### config.mk
export PLATFORM = sky130hd
export DESIGN_NAME = ic_top
export DESIGN_NICKNAME = d
export VERILOG_FILES = /design/src/design/icache_pkg.sv /design/src/design/ic_data_array.sv /design/src/design/ic_lookup_pipe.sv /design/src/design/ic_miss_ctrl.sv /design/src/design/ic_replace_ctrl.sv /design/src/design/ic_tag_array.sv /design/src/design/ic_top.sv
export SDC_FILE = /design/constraint.sdc
export NUM_CORES = 2
export LEC_CHECK = 0
export BUFFER_PORTS_ARGS = -buffer_cell sky130_fd_sc_hd__buf_4
export CAP_MARGIN = 20
export CORE_MARGIN = 1
export CORE_UTILIZATION = 55
export CTS_BUF_LIST = sky130_fd_sc_hd__clkbuf_4
export CTS_CLUSTER_DIAMETER = 120
export DETAILED_ROUTE_END_ITERATION = 10
export PLACE_DENSITY_LB_ADDON = 0.25
export SETUP_SLACK_MARGIN = 0.02
export SKIP_LAST_GASP = 1
export SYNTH_ARGS = -nofsm -noshare
export SYNTH_HDL_FRONTEND = slang
export SYNTH_MEMORY_MAX_BITS = 65536
export SYNTH_SLANG_ARGS = --single-unit
### constraint.sdc
create_clock -name i_clk -period 11.6 [get_ports i_clk]
set_input_delay 1.74 -clock i_clk [delete_from_list [all_inputs] [get_ports i_clk]]
set_output_delay 1.74 -clock i_clk [all_outputs]
set_load 0.005 [all_outputs]
### src/design/icache_pkg.sv
// icache package: cache geometry and the fetch and memory port structs
`default_nettype none

package icache_pkg;

  // ========================================
  // geometry
  // ========================================
  localparam int VADDR_W    = 32;
  localparam int LINE_BYTES = 16;
  localparam int LINE_W     = LINE_BYTES * 8;   // 128 bits
  localparam int OFFSET_W   = $clog2(LINE_BYTES);
  localparam int SETS       = 16;
  localparam int INDEX_W    = $clog2(SETS);
  localparam int WAYS       = 2;
  localparam int WAY_IDX_W  = $clog2(WAYS);
  localparam int TAG_W      = VADDR_W - INDEX_W - OFFSET_W;

  // memory port
  localparam int L2_TAG_W = 4;
  localparam logic [1:0] L2_CMD_RD = 2'd0;   // line read

  // ========================================
  // fetch side
  // ========================================
  typedef struct packed {
    logic               valid;
    logic [VADDR_W-1:0] vaddr;
  } ic_req_t;

  typedef struct packed {
    logic                  valid;
    logic [VADDR_W-1:0]    vaddr;
    logic [LINE_W-1:0]     data;
    logic [LINE_BYTES-1:0] be;    // bytes at or above the fetch offset
  } ic_resp_t;

  // ========================================
  // memory side
  // ========================================
  typedef struct packed {
    logic                valid;
    logic [1:0]          cmd;
    logic [VADDR_W-1:0]  addr;   // line aligned
    logic [L2_TAG_W-1:0] tag;
  } l2_req_t;

  typedef struct packed {
    logic                valid;
    logic [L2_TAG_W-1:0] tag;
    logic [LINE_W-1:0]   data;
  } l2_resp_t;

endpackage

`default_nettype wire

### src/design/ic_data_array.sv
// icache data array: synchronous line RAM with registered read and full-line write
`default_nettype none

module ic_data_array (
  input  logic                           i_clk,
  input  logic                           i_reset_n,
  input  logic                           i_wr,
  input  logic [icache_pkg::INDEX_W-1:0] i_addr,
  input  logic [icache_pkg::LINE_W-1:0]  i_data,
  output logic [icache_pkg::LINE_W-1:0]  o_data
);

  logic [icache_pkg::LINE_W-1:0] r_line_mem [icache_pkg::SETS];

  always_ff @(posedge i_clk) begin
    if (i_wr) begin
      r_line_mem[i_addr] <= i_data;   // whole line
    end
  end

  // read every cycle, old data on a same-address write
  always_ff @(posedge i_clk, negedge i_reset_n) begin
    if (!i_reset_n) begin
      o_data <= '0;
    end else begin
      o_data <= r_line_mem[i_addr];
    end
  end

endmodule

`default_nettype wire

### src/design/ic_lookup_pipe.sv
// icache lookup pipeline: s0 request, s1 tag compare, s2 way select and response
`default_nettype none

module ic_lookup_pipe (
  input  logic                                                i_clk,
  input  logic                                                i_reset_n,
  input  icache_pkg::ic_req_t                                 i_s0_req,
  input  logic                                                i_s1_kill,
  input  logic                                                i_flush,
  input  logic                                                i_fence_i,
  input  logic                                                i_busy,
  input  logic                                                i_fill,
  input  logic [icache_pkg::VADDR_W-1:0]                      i_fill_vaddr,
  output logic                                                o_tag_rd,
  output logic [icache_pkg::INDEX_W-1:0]                      o_tag_addr,
  output logic [icache_pkg::INDEX_W-1:0]                      o_data_addr,
  input  logic [icache_pkg::WAYS-1:0][icache_pkg::TAG_W-1:0]  i_way_tag,
  input  logic [icache_pkg::WAYS-1:0]                         i_way_tag_valid,
  input  logic [icache_pkg::WAYS-1:0][icache_pkg::LINE_W-1:0] i_way_data,
  output logic                                                o_miss_start,
  output logic [icache_pkg::VADDR_W-1:0]                      o_miss_vaddr,
  output icache_pkg::ic_resp_t                                o_s2_resp,
  output logic                                                o_s2_miss,
  output logic [icache_pkg::VADDR_W-1:0]                      o_s2_miss_vaddr,
  output logic                                                o_adv,
  output logic [icache_pkg::INDEX_W-1:0]                      o_adv_set
);

  // s1
  logic                           r_s1_valid;
  logic [icache_pkg::VADDR_W-1:0] r_s1_vaddr;
  logic [icache_pkg::WAYS-1:0]    w_s1_tag_hit;
  logic                           w_s1_hit;

  // s2
  logic                           r_s2_valid;
  logic [icache_pkg::WAYS-1:0]    r_s2_tag_hit;   // one-hot
  logic [icache_pkg::VADDR_W-1:0] r_s2_vaddr;
  logic [icache_pkg::LINE_W-1:0]  w_s2_data;
  logic                           w_s2_resp_valid;

  // ========================================
  // s0: array addressing
  // ========================================
  assign o_tag_rd    = i_s0_req.valid & ~i_busy;   // accepted request
  assign o_tag_addr  = i_fill ? i_fill_vaddr[icache_pkg::OFFSET_W +: icache_pkg::INDEX_W] :
                                i_s0_req.vaddr[icache_pkg::OFFSET_W +: icache_pkg::INDEX_W];
  assign o_data_addr = i_fill ? i_fill_vaddr[icache_pkg::OFFSET_W +: icache_pkg::INDEX_W] :
                                r_s1_vaddr[icache_pkg::OFFSET_W +: icache_pkg::INDEX_W];

  // ========================================
  // s1: tag compare and miss decision
  // ========================================
  always_comb begin
    for (int w = 0; w < icache_pkg::WAYS; w++) begin
      w_s1_tag_hit[w] = i_way_tag_valid[w] &
        (i_way_tag[w] == r_s1_vaddr[icache_pkg::VADDR_W-1 -: icache_pkg::TAG_W]);
    end
  end

  assign w_s1_hit = |w_s1_tag_hit;

  assign o_miss_start = r_s1_valid & ~w_s1_hit & ~i_busy & ~i_s1_kill &
                        ~i_flush & ~i_fence_i;
  assign o_miss_vaddr = r_s1_vaddr;

  always_ff @(posedge i_clk, negedge i_reset_n) begin
    if (!i_reset_n) begin
      r_s1_valid   <= 1'b0;
      r_s2_valid   <= 1'b0;
      r_s2_tag_hit <= '0;
      o_s2_miss    <= 1'b0;
    end else begin
      r_s1_valid   <= o_tag_rd;                // flush does not drop the new request
      r_s2_valid   <= r_s1_valid & ~i_flush;
      r_s2_tag_hit <= r_s1_valid ? w_s1_tag_hit : '0;
      // missed while idle, or arrived while a refill is running
      o_s2_miss    <= r_s1_valid & ((~i_busy & ~i_flush & ~w_s1_hit) | i_busy);
    end
  end

  always_ff @(posedge i_clk) begin
    r_s1_vaddr      <= i_s0_req.vaddr;
    r_s2_vaddr      <= r_s1_vaddr;
    o_s2_miss_vaddr <= r_s1_vaddr;
  end

  // ========================================
  // s2: way select and response
  // ========================================
  always_comb begin
    w_s2_data = '0;
    for (int w = 0; w < icache_pkg::WAYS; w++) begin
      if (r_s2_tag_hit[w]) w_s2_data = w_s2_data | i_way_data[w];
    end
  end

  assign w_s2_resp_valid = r_s2_valid & (|r_s2_tag_hit) & ~i_busy & ~i_flush;

  assign o_s2_resp.valid = w_s2_resp_valid;
  assign o_s2_resp.vaddr = r_s2_vaddr;
  assign o_s2_resp.data  = w_s2_data;
  // clear bytes below the fetch offset
  assign o_s2_resp.be    = {icache_pkg::LINE_BYTES{1'b1}} <<
                           r_s2_vaddr[icache_pkg::OFFSET_W-1:0];

  assign o_adv     = w_s2_resp_valid;
  assign o_adv_set = r_s2_vaddr[icache_pkg::OFFSET_W +: icache_pkg::INDEX_W];

endmodule

`default_nettype wire

### src/design/ic_miss_ctrl.sv
// icache miss controller: single outstanding line refill over the memory port
`default_nettype none

module ic_miss_ctrl (
  input  logic                           i_clk,
  input  logic                           i_reset_n,
  input  logic                           i_start,
  input  logic [icache_pkg::VADDR_W-1:0] i_miss_vaddr,
  input  logic                           i_fence_i,
  output logic                           o_busy,
  output icache_pkg::l2_req_t            o_l2_req,
  input  logic                           i_l2_req_ready,
  input  icache_pkg::l2_resp_t           i_l2_resp,
  output logic                           o_fill,
  output logic [icache_pkg::VADDR_W-1:0] o_fill_vaddr,
  output logic [icache_pkg::LINE_W-1:0]  o_fill_data
);

  typedef enum logic [1:0] {
    ST_IDLE,
    ST_REQ,
    ST_RESP,
    ST_INVAL
  } state_t;

  state_t                            r_state;
  logic [icache_pkg::VADDR_W-1:0]    r_vaddr;
  logic [icache_pkg::L2_TAG_W-1:0]   r_req_tag;
  logic                              r_fence_pend;   // fence seen before transfer
  logic                              w_resp_fire;

  assign w_resp_fire = i_l2_resp.valid & (i_l2_resp.tag == r_req_tag) &
                       ((r_state == ST_RESP) | (r_state == ST_INVAL));

  // ========================================
  // refill FSM
  // ========================================
  always_ff @(posedge i_clk, negedge i_reset_n) begin
    if (!i_reset_n) begin
      r_state      <= ST_IDLE;
      r_req_tag    <= '0;
      r_fence_pend <= 1'b0;
    end else begin
      case (r_state)
        ST_IDLE: begin
          r_fence_pend <= 1'b0;
          if (i_start) r_state <= ST_REQ;
        end
        ST_REQ: begin
          if (i_fence_i) r_fence_pend <= 1'b1;
          if (i_l2_req_ready) begin
            r_state <= (r_fence_pend | i_fence_i) ? ST_INVAL : ST_RESP;
          end
        end
        ST_RESP: begin
          if (w_resp_fire) begin
            r_state   <= ST_IDLE;
            r_req_tag <= r_req_tag + 1'b1;
          end else if (i_fence_i) begin
            r_state <= ST_INVAL;
          end
        end
        default: begin   // drain the response, install nothing
          if (w_resp_fire) begin
            r_state   <= ST_IDLE;
            r_req_tag <= r_req_tag + 1'b1;
          end
        end
      endcase
    end
  end

  always_ff @(posedge i_clk) begin
    if ((r_state == ST_IDLE) && i_start) begin
      r_vaddr <= i_miss_vaddr;
    end
  end

  assign o_busy = (r_state != ST_IDLE);

  // request held steady until transfer
  assign o_l2_req.valid = (r_state == ST_REQ);
  assign o_l2_req.cmd   = icache_pkg::L2_CMD_RD;
  assign o_l2_req.addr  = {r_vaddr[icache_pkg::VADDR_W-1:icache_pkg::OFFSET_W],
                           {icache_pkg::OFFSET_W{1'b0}}};
  assign o_l2_req.tag   = r_req_tag;

  // a fence on the fire edge also drops the fill
  assign o_fill       = w_resp_fire & (r_state == ST_RESP) & ~i_fence_i;
  assign o_fill_vaddr = r_vaddr;
  assign o_fill_data  = i_l2_resp.data;

endmodule

`default_nettype wire

### src/design/ic_replace_ctrl.sv
// icache replacement: per-set round-robin victim pointers
`default_nettype none

module ic_replace_ctrl (
  input  logic                             i_clk,
  input  logic                             i_reset_n,
  input  logic                             i_adv,
  input  logic [icache_pkg::INDEX_W-1:0]   i_adv_set,
  input  logic [icache_pkg::INDEX_W-1:0]   i_fill_set,
  output logic [icache_pkg::WAY_IDX_W-1:0] o_fill_way
);

  logic [icache_pkg::WAY_IDX_W-1:0] r_ptr [icache_pkg::SETS];
  logic [icache_pkg::WAY_IDX_W-1:0] w_cur_ptr;
  logic [icache_pkg::WAY_IDX_W-1:0] w_next_ptr;

  assign w_cur_ptr = r_ptr[i_adv_set];

  // wrap at the last way
  assign w_next_ptr = (w_cur_ptr == icache_pkg::WAY_IDX_W'(icache_pkg::WAYS - 1)) ?
                      '0 : w_cur_ptr + 1'b1;

  always_ff @(posedge i_clk, negedge i_reset_n) begin
    if (!i_reset_n) begin
      for (int i = 0; i < icache_pkg::SETS; i++) begin
        r_ptr[i] <= '0;
      end
    end else if (i_adv) begin
      r_ptr[i_adv_set] <= w_next_ptr;
    end
  end

  assign o_fill_way = r_ptr[i_fill_set];   // victim for the refill

endmodule

`default_nettype wire

### src/design/ic_tag_array.sv
// icache tag array: one tag and valid bit per set, registered read, bulk clear
`default_nettype none

module ic_tag_array (
  input  logic                           i_clk,
  input  logic                           i_reset_n,
  input  logic                           i_clear,
  input  logic                           i_wr,
  input  logic                           i_rd,
  input  logic [icache_pkg::INDEX_W-1:0] i_addr,
  input  logic [icache_pkg::TAG_W-1:0]   i_tag,
  output logic [icache_pkg::TAG_W-1:0]   o_tag,
  output logic                           o_tag_valid
);

  logic [icache_pkg::TAG_W-1:0] r_tag_mem [icache_pkg::SETS];
  logic [icache_pkg::SETS-1:0]  r_valid;

  // tag storage and read port
  always_ff @(posedge i_clk) begin
    if (i_wr) begin
      r_tag_mem[i_addr] <= i_tag;
    end
    if (i_rd) begin
      o_tag <= r_tag_mem[i_addr];
    end
  end

  // valid bits
  always_ff @(posedge i_clk, negedge i_reset_n) begin
    if (!i_reset_n) begin
      r_valid <= '0;
    end else begin
      if (i_clear) begin
        r_valid <= '0;
      end else if (i_wr) begin
        r_valid[i_addr] <= 1'b1;
      end
    end
  end

  // a fence on the read edge already reads as invalid
  always_ff @(posedge i_clk, negedge i_reset_n) begin
    if (!i_reset_n) begin
      o_tag_valid <= 1'b0;
    end else if (i_clear) begin
      o_tag_valid <= 1'b0;
    end else if (i_rd) begin
      o_tag_valid <= r_valid[i_addr];
    end
  end

endmodule

`default_nettype wire

### src/design/ic_top.sv
// icache top: two-way instruction cache with lookup pipeline and line refill
`default_nettype none

module ic_top (
  input  logic                           i_clk,
  input  logic                           i_reset_n,
  input  icache_pkg::ic_req_t            i_s0_req,
  output logic                           o_s0_ready,
  input  logic                           i_s1_kill,
  input  logic                           i_flush,
  input  logic                           i_fence_i,
  output icache_pkg::ic_resp_t           o_s2_resp,
  output logic                           o_s2_miss,
  output logic [icache_pkg::VADDR_W-1:0] o_s2_miss_vaddr,
  output icache_pkg::l2_req_t            o_l2_req,
  input  logic                           i_l2_req_ready,
  input  icache_pkg::l2_resp_t           i_l2_resp
);

  logic                                                w_busy;
  logic                                                w_fill;
  logic [icache_pkg::VADDR_W-1:0]                      w_fill_vaddr;
  logic [icache_pkg::LINE_W-1:0]                       w_fill_data;
  logic [icache_pkg::WAY_IDX_W-1:0]                    w_fill_way;
  logic                                                w_tag_rd;
  logic [icache_pkg::INDEX_W-1:0]                      w_tag_addr;
  logic [icache_pkg::INDEX_W-1:0]                      w_data_addr;
  logic [icache_pkg::WAYS-1:0][icache_pkg::TAG_W-1:0]  w_way_tag;
  logic [icache_pkg::WAYS-1:0]                         w_way_tag_valid;
  logic [icache_pkg::WAYS-1:0][icache_pkg::LINE_W-1:0] w_way_data;
  logic [icache_pkg::WAYS-1:0]                         w_way_wr;
  logic                                                w_miss_start;
  logic [icache_pkg::VADDR_W-1:0]                      w_miss_vaddr;
  logic                                                w_adv;
  logic [icache_pkg::INDEX_W-1:0]                      w_adv_set;

  assign o_s0_ready = ~w_busy;

  ic_lookup_pipe u_pipe (
    .i_clk           (i_clk),
    .i_reset_n       (i_reset_n),
    .i_s0_req        (i_s0_req),
    .i_s1_kill       (i_s1_kill),
    .i_flush         (i_flush),
    .i_fence_i       (i_fence_i),
    .i_busy          (w_busy),
    .i_fill          (w_fill),
    .i_fill_vaddr    (w_fill_vaddr),
    .o_tag_rd        (w_tag_rd),
    .o_tag_addr      (w_tag_addr),
    .o_data_addr     (w_data_addr),
    .i_way_tag       (w_way_tag),
    .i_way_tag_valid (w_way_tag_valid),
    .i_way_data      (w_way_data),
    .o_miss_start    (w_miss_start),
    .o_miss_vaddr    (w_miss_vaddr),
    .o_s2_resp       (o_s2_resp),
    .o_s2_miss       (o_s2_miss),
    .o_s2_miss_vaddr (o_s2_miss_vaddr),
    .o_adv           (w_adv),
    .o_adv_set       (w_adv_set)
  );

  ic_miss_ctrl u_miss (
    .i_clk          (i_clk),
    .i_reset_n      (i_reset_n),
    .i_start        (w_miss_start),
    .i_miss_vaddr   (w_miss_vaddr),
    .i_fence_i      (i_fence_i),
    .o_busy         (w_busy),
    .o_l2_req       (o_l2_req),
    .i_l2_req_ready (i_l2_req_ready),
    .i_l2_resp      (i_l2_resp),
    .o_fill         (w_fill),
    .o_fill_vaddr   (w_fill_vaddr),
    .o_fill_data    (w_fill_data)
  );

  ic_replace_ctrl u_replace (
    .i_clk      (i_clk),
    .i_reset_n  (i_reset_n),
    .i_adv      (w_adv),
    .i_adv_set  (w_adv_set),
    .i_fill_set (w_fill_vaddr[icache_pkg::OFFSET_W +: icache_pkg::INDEX_W]),
    .o_fill_way (w_fill_way)
  );

  // ========================================
  // per-way arrays
  // ========================================
  for (genvar way = 0; way < icache_pkg::WAYS; way++) begin : g_way
    assign w_way_wr[way] = w_fill &
                           (w_fill_way == icache_pkg::WAY_IDX_W'(way));   // victim only

    ic_tag_array u_tag (
      .i_clk       (i_clk),
      .i_reset_n   (i_reset_n),
      .i_clear     (i_fence_i),
      .i_wr        (w_way_wr[way]),
      .i_rd        (w_tag_rd),
      .i_addr      (w_tag_addr),
      .i_tag       (w_fill_vaddr[icache_pkg::VADDR_W-1 -: icache_pkg::TAG_W]),
      .o_tag       (w_way_tag[way]),
      .o_tag_valid (w_way_tag_valid[way])
    );

    ic_data_array u_data (
      .i_clk     (i_clk),
      .i_reset_n (i_reset_n),
      .i_wr      (w_way_wr[way]),
      .i_addr    (w_data_addr),
      .i_data    (w_fill_data),
      .o_data    (w_way_data[way])
    );
  end

endmodule

`default_nettype wire

=== After elaboration in Yosys (flattened, before gate mapping) ===
Memories as Yosys holds them, arrays and structs flattened. A register that Yosys moved wholly into a read port is not among the register bits.
Index checks and enable logic that the tools add are counted.

* Register bits: 158
* Bits in writable memories: 4864
* Bits of input ports: 172
* Output and inout bits: 250
* Word-level logic and storage cells: 148
* Memories kept: 4

{| class="wikitable"
|+ Memory list
! memory !! depth !! width !! rd ports !! clocked after Yosys merged registers in !! write ports !! line !! text
|-
| g_way[0].u_data.r_line_mem || 16 || 128 || 1 || 1 || 1 || ic_data_array.sv:13 || <nowiki>logic [icache_pkg::LINE_W-1:0] r_line_mem [icache_pkg::SETS];</nowiki>
|-
| g_way[1].u_data.r_line_mem || 16 || 128 || 1 || 1 || 1 || ic_data_array.sv:13 ||
|-
| g_way[0].u_tag.r_tag_mem || 16 || 24 || 1 || 1 || 1 || ic_tag_array.sv:16 || <nowiki>logic [icache_pkg::TAG_W-1:0] r_tag_mem [icache_pkg::SETS];</nowiki>
|-
| g_way[1].u_tag.r_tag_mem || 16 || 24 || 1 || 1 || 1 || ic_tag_array.sv:16 ||
|}

* Add/sub/neg operators: 2
* Magnitude comparators: 5
* Eq/ne operators: 10
* Shift operators: 1
* Muxes and demuxes: 42
* Bitwise gates (word level): 36
* Reductions and logical operators: 18

{| class="wikitable"
|+ Operators by type and width
! operator !! count
|-
| 128-bit 2-to-1 mux || 2
|-
| 128-bit bitwise OR || 1
|-
| 16-bit 2-to-1 mux || 4
|-
| 24-bit == test || 2
|-
| 16-bit bitwise OR || 2
|-
| 1-bit bitwise AND || 21
|-
| 1-bit 2-to-1 mux || 19
|-
| 1-bit binary-select mux with 4-bit select || 4
|-
| 16-bit bitwise mux || 1
|-
| 16-bit by 4-bit << shifter with 16-bit output (first input constant) || 1
|-
| 2-bit 2-to-1 mux || 6
|-
| 5-bit >= comparator (second input constant) || 2
|-
| 4-bit NOT with 5-bit output || 2
|-
| 2-bit nonzero test || 5
|-
| 1-bit demux with 4-bit select || 2
|-
| 4-bit 2-to-1 mux || 2
|-
| 1-bit NOT || 7
|-
| 2-bit one-hot mux with 3 select lines || 1
|-
| 2-bit OR reduction || 3
|-
| 4-bit by 5-bit less-than comparator with 1-bit output (second input constant) || 1
|-
| 5-bit by 1-bit less-than comparator with 1-bit output (second input constant) || 1
|-
| 4-bit by 1-bit adder with 4-bit output (second input constant) || 1
|-
| 2-bit == test (second input constant) || 2
|-
| 4-bit == test || 1
|-
| 14 further kinds || 21
|}

=== Longest topological paths before layout ===
* Word-level depth: 13
* Mapped depth: 11
* Gate-level depth less buffers: 7

=== Modules after synthesis ===
Synthesis repeated with hierarchy kept, for this count alone.

* Cells, all modules: 8541
* Area, all modules: 198875.7 µm²

{| class="wikitable"
|+ By module, submodules not included
! module !! times used !! cells an instance !! area each (µm²) !! seq. area each (µm²)
|-
| ic_data_array || 2 || 3271 || 79765.3 || 64702.1
|-
| ic_tag_array || 2 || 652 || 16020.4 || 12677.2
|-
| ic_lookup_pipe || 1 || 382 || 3697.3 || 1406.3
|-
| ic_miss_ctrl || 1 || 231 || 2577.5 || 1136.1
|-
| ic_replace_ctrl || 1 || 79 || 1009.7 || 400.4
|-
| ic_top || 1 || 3 || 20.0 || 0.0
|}

=== Least setup slack after synthesis ===
No wires, ideal clock.

* Path kind: input to register
* From: in i_fence_i
* To: mem g_way[1].u_data.r_line_mem[12][0] in the netlist's numbering (enable)
* Setup time: 0.771 ns
* Arrival: 12.094 ns
* Data required time: 10.829 ns
* Path slack: -1.265 ns
* Stages: 8
* Buffers on the path: 3
* Cells stage by stage: nor3b_2 > o2111ai_2 > buf_6 > or4_4 > clkbuf_1 > and2_1 > clkbuf_1 > nor3_1

* Cells in the longest elaborated chain, start to end: 5
* Elaborated cells between the ends (all ways): 6
* Classes of those cells: 3 x mux; 3 x bitwise

{| class="wikitable"
|+ Ends and longest elaborated chain
! element !! line !! text
|-
| from (decl) || ic_top.sv:11 || <nowiki>input logic i_fence_i,</nowiki>
|-
| 1-bit NOT * || ic_miss_ctrl.sv:89 || <nowiki>assign o_fill = w_resp_fire & (r_state == ST_RESP) & ~i_fence_i;</nowiki>
|-
| 1-bit bitwise AND * || ic_miss_ctrl.sv:89 ||
|-
| 1-bit bitwise AND || ic_top.sv:92 || <nowiki>assign w_way_wr[way] = w_fill &</nowiki>
|-
| 1-bit 2-to-1 mux || ic_data_array.sv:16 || <nowiki>if (i_wr) begin</nowiki>
|-
| 1-bit 2-to-1 mux (not written as such) || ic_data_array.sv:17 || <nowiki>r_line_mem[i_addr] <= i_data;</nowiki>
|-
| to (decl) || ic_data_array.sv:13 ||
|}

Every way passes the cells marked *; elsewhere a longest branch is shown, timed or not.

==> qor.txt <==
Run status -> complete, no violations
Synth top cells by count -> 4940 x edfxtp_1, 2432 x a22oi_1, 1269 x a21oi_1, 409 x clkbuf_1, 318 x dfrtp_1
Clock slew at reported path FFs -> 0.06 ns
DP Cell Count -> 15055
WS Path Type -> register to primary output
WP data arrival -> 4.92 ns
Core ar. -> 346500 um2
Sequential share of power -> 0.553
Critical Path Start -> u_pipe.r_s2_tag_hit[1]
Synth Warn # -> 0
Worst Tran Pin Value -> 1.297 ns
Internal power -> 29.87 mW
Required @ worst endpoint -> 9.86 ns
H-tree Lvls -> 7
Layout fillers -> 24300
CP Capture Type -> primary output
Vias/cell -> 6.524
Gate power share -> 0.041
Top-count cell post-synth -> edfxtp_1
Final min period -> 6.663 ns
Critical Path Most Common Cell -> buf_4
Total Power -> 38.30 mW
Final Wtd Congestion -> 0.7909
Maxcap violations -> 0
Worst IR Drop VDD -> 0.0001105 V
Total GRT Usage -> 0.3046
Synth area leader -> edfxtp_1
First-pass iteration count of the detailed router -> 6
CP peak stage delay -> 0.92 ns
Post-synthesis instance area -> 191600 um2
Vias in the first global route -> 112892
CTS Buf Count -> 1353
PD cells -> 176.0 nW/um2
Routed Antenna Nets -> 0
Hold Path Origin -> i_s0_req[0]
Worst-Skew Late Latency -> 1.79 ns
Iteration-0 DRC count of the detailed router -> 15982
Crit-path max FO -> 44
Final Net Count -> 12047
Fmax -> 150.1 MHz
Critical path launch point type -> register
Setup-failing EPs final -> 0
Number of synthesized flops with an enable pin -> 4940
Root Driver -> clkbuf_4
Footprint of the multi-input gates -> 31190 um2
Die area -> 350800 um2
Clock Path Buffers -> 5
Share of layout cells above drive strength 1 -> 0.2246
Post-route insts no fill -> 17493
Cts repair resizes -> 0
Die height -> 592.3 um
Residual DRC count -> 0
Final Hold Fails -> 0
Worst path cell trace -> buf_4 -> buf_4 -> a22o_1 -> buf_4
Seq/Total Area, Yosys -> 0.8223
Area contributors post-synth -> edfxtp_1 77%, a22oi_1 9.5%, dfrtp_1 4.2%
Die width -> 592.3 um
Clock sinks -> 5322
Vias -> 114123
Met3 WL -> 61640 um
Final Cycle Share -> 0.5744
Initial antenna violation count -> 46
Area added between synthesis and finish -> 13.54%
Drt wl/cell -> 30.74 um
Global-route wire length before repair -> 766300 um
Min-delay worst type -> input pin to register
Synth Instances -> 10615
IO buf count -> 414
Seq. cell area -> 157600 um2
RSZ-0062 raised after global routing -> false
Critical-path top delay cell -> buf_4
Post-CTS setup buffer count -> 0
Uppermost layer routed -> met5
Final WL -> 537800 um
Synth cell types -> 64
Dpl hpwl -> 246200 um
Starting Density -> 0.5531
Slew HR -> 0.1351
Met2 WL post-DR -> 257300 um
R2r startpoint -> u_miss.r_req_tag[3]
I/O pins -> 422
Yosys top cell area share -> 0.7741
Clock power frac -> 0.406
Leakage power -> 71.46 nW
Number of synthesized register bits -> 5322
Skew final -> 0.1763 ns
Switching pwr -> 8.433 mW
Final Slew Violations -> 0
Sw Ratio -> 0.2202
TritonCTS clock tree -> yes
Overflow after GRT -> 0
Top_reg_cell synth -> edfxtp_1
Mean Syn Cell Area -> 18.05 um2
Post-synthesis async set-or-reset flop share -> 0.05975
Metal1 wirelength -> 199400 um
Largest net degree at the start of global routing -> 174
Rows -> 216
critical path: cells and delay by family, from the launching register on:
kind	cells	cell delay, ns
DFF	1	0.76
buffers and inverters	3	1.80
AOI/OAI and AO/OA	1	0.64
placed cells by master, fill, tap and decap left out, types with 14 or more instances in the layout:
cell and count:
clkinv_2 23, a21oi_1 1269, diode_2 45, inv_2 15, clkbuf_4 2053, or4_1 304
a22o_1 128, nor3_1 15, xor2_1 48, nor2_4 37, mux2_2 18, a22oi_1 2432
dlygate4sd3_1 25, clkinv_1 237, dfxtp_1 64, nor4_1 26, inv_1 14, buf_12 48
edfxtp_1 4940, nor2_1 69, buf_4 582, nor2_2 16, bufinv_16 14, dfrtp_1 316
layer usage:
layer | vias to the layer above | GRT usage
met4 | 16 | 0.1448
met2 | 7980 | 0.4771
li1 | 47519 | -
met1 | 57467 | 0.4075
met3 | 1141 | 0.07139
met5 | - | 0
flip-flops by register name, summed over array words and instances, names as in the netlist, 4 cells and up:
name,flops
u_miss.o_fill_vaddr,28
u_pipe.o_s2_miss_vaddr,32
g_way.u_tag.r_tag_mem,768
u_pipe.o_miss_vaddr,32
g_way.u_tag.r_valid,32
g_way.u_data.r_line_mem,4096
u_replace.r_ptr,16
g_way.u_data.o_data,256
g_way.u_tag.o_tag,48
u_miss.r_req_tag,4
stage by stage:
step                  util  hold WS, ns  setup slack [ns]  instance area [um2]  setup TNS, ns
floorplan                -       0.3096            -1.001               191700        -384.16
detailed placement  0.5768       0.3186             4.577               199800              0
global route        0.6280      0.06585             4.897               217600              0
global placement    0.5766       0.3111             4.704               199800              0
finish              0.6280       0.2242             4.937               217600              0
CTS                 0.6265      0.04524             4.905               217100              0
logic make-up (layout without fill, tap and decap cells):
group	count (synthesis)	after routing	synth area share
buf+inv	785	3035	0.01836
other cells	2	52	0.00003919
compound gates	3872	3872	0.1363
mux	28	28	0.002168
simple gates	550	550	0.01825
flops	5322	5322	0.8223
fa+ha+maj	1	1	0.00006528
xor+xnor	55	55	0.002514
power by group through the flow:
stage                     registers, mW  logic [mW]  clock network, mW
after floorplan                    21.5       0.876                  0
after global placement             21.6        1.51                  0
after detailed placement           21.6        1.55                  0
after CTS                          21.2        1.56               15.8
after global routing               21.2        1.69               16.7
final                              21.2        1.59               15.6
final timing paths:
path	endpoint	slack [ns]	depth (start not counted)
setup / recovery	o_s2_resp[113]	4.94	4
hold / removal	u_pipe.o_miss_vaddr[0]	0.22	1
setup reg to reg	g_way[0].u_data.r_line_mem[2][31]	6.10	8
hold reg to reg	u_pipe.o_s2_miss_vaddr[3]	0.33	0
max in group asynchronous	g_way[1].u_data.o_data[16]	8.77	4
min in group asynchronous	g_way[0].u_data.o_data[80]	0.72	2
area by class of cell:
class                   instances  share of cell area
well taps                    4578             0.02632
diodes                         45           0.0005175
multi-input cells            4513              0.1433
clock inverters               298            0.007147
repair buffers                669             0.02736
flip-flops and latches       5322              0.7242
clock buffers                2053             0.07083
inverters                      15           0.0002588
repair_timing:
action,in CTS,in global routing
setup endpoints to repair,0,0
hold buffers,25,0
hold endpoints to repair,34,0
(Power assumes the default switching activity.)
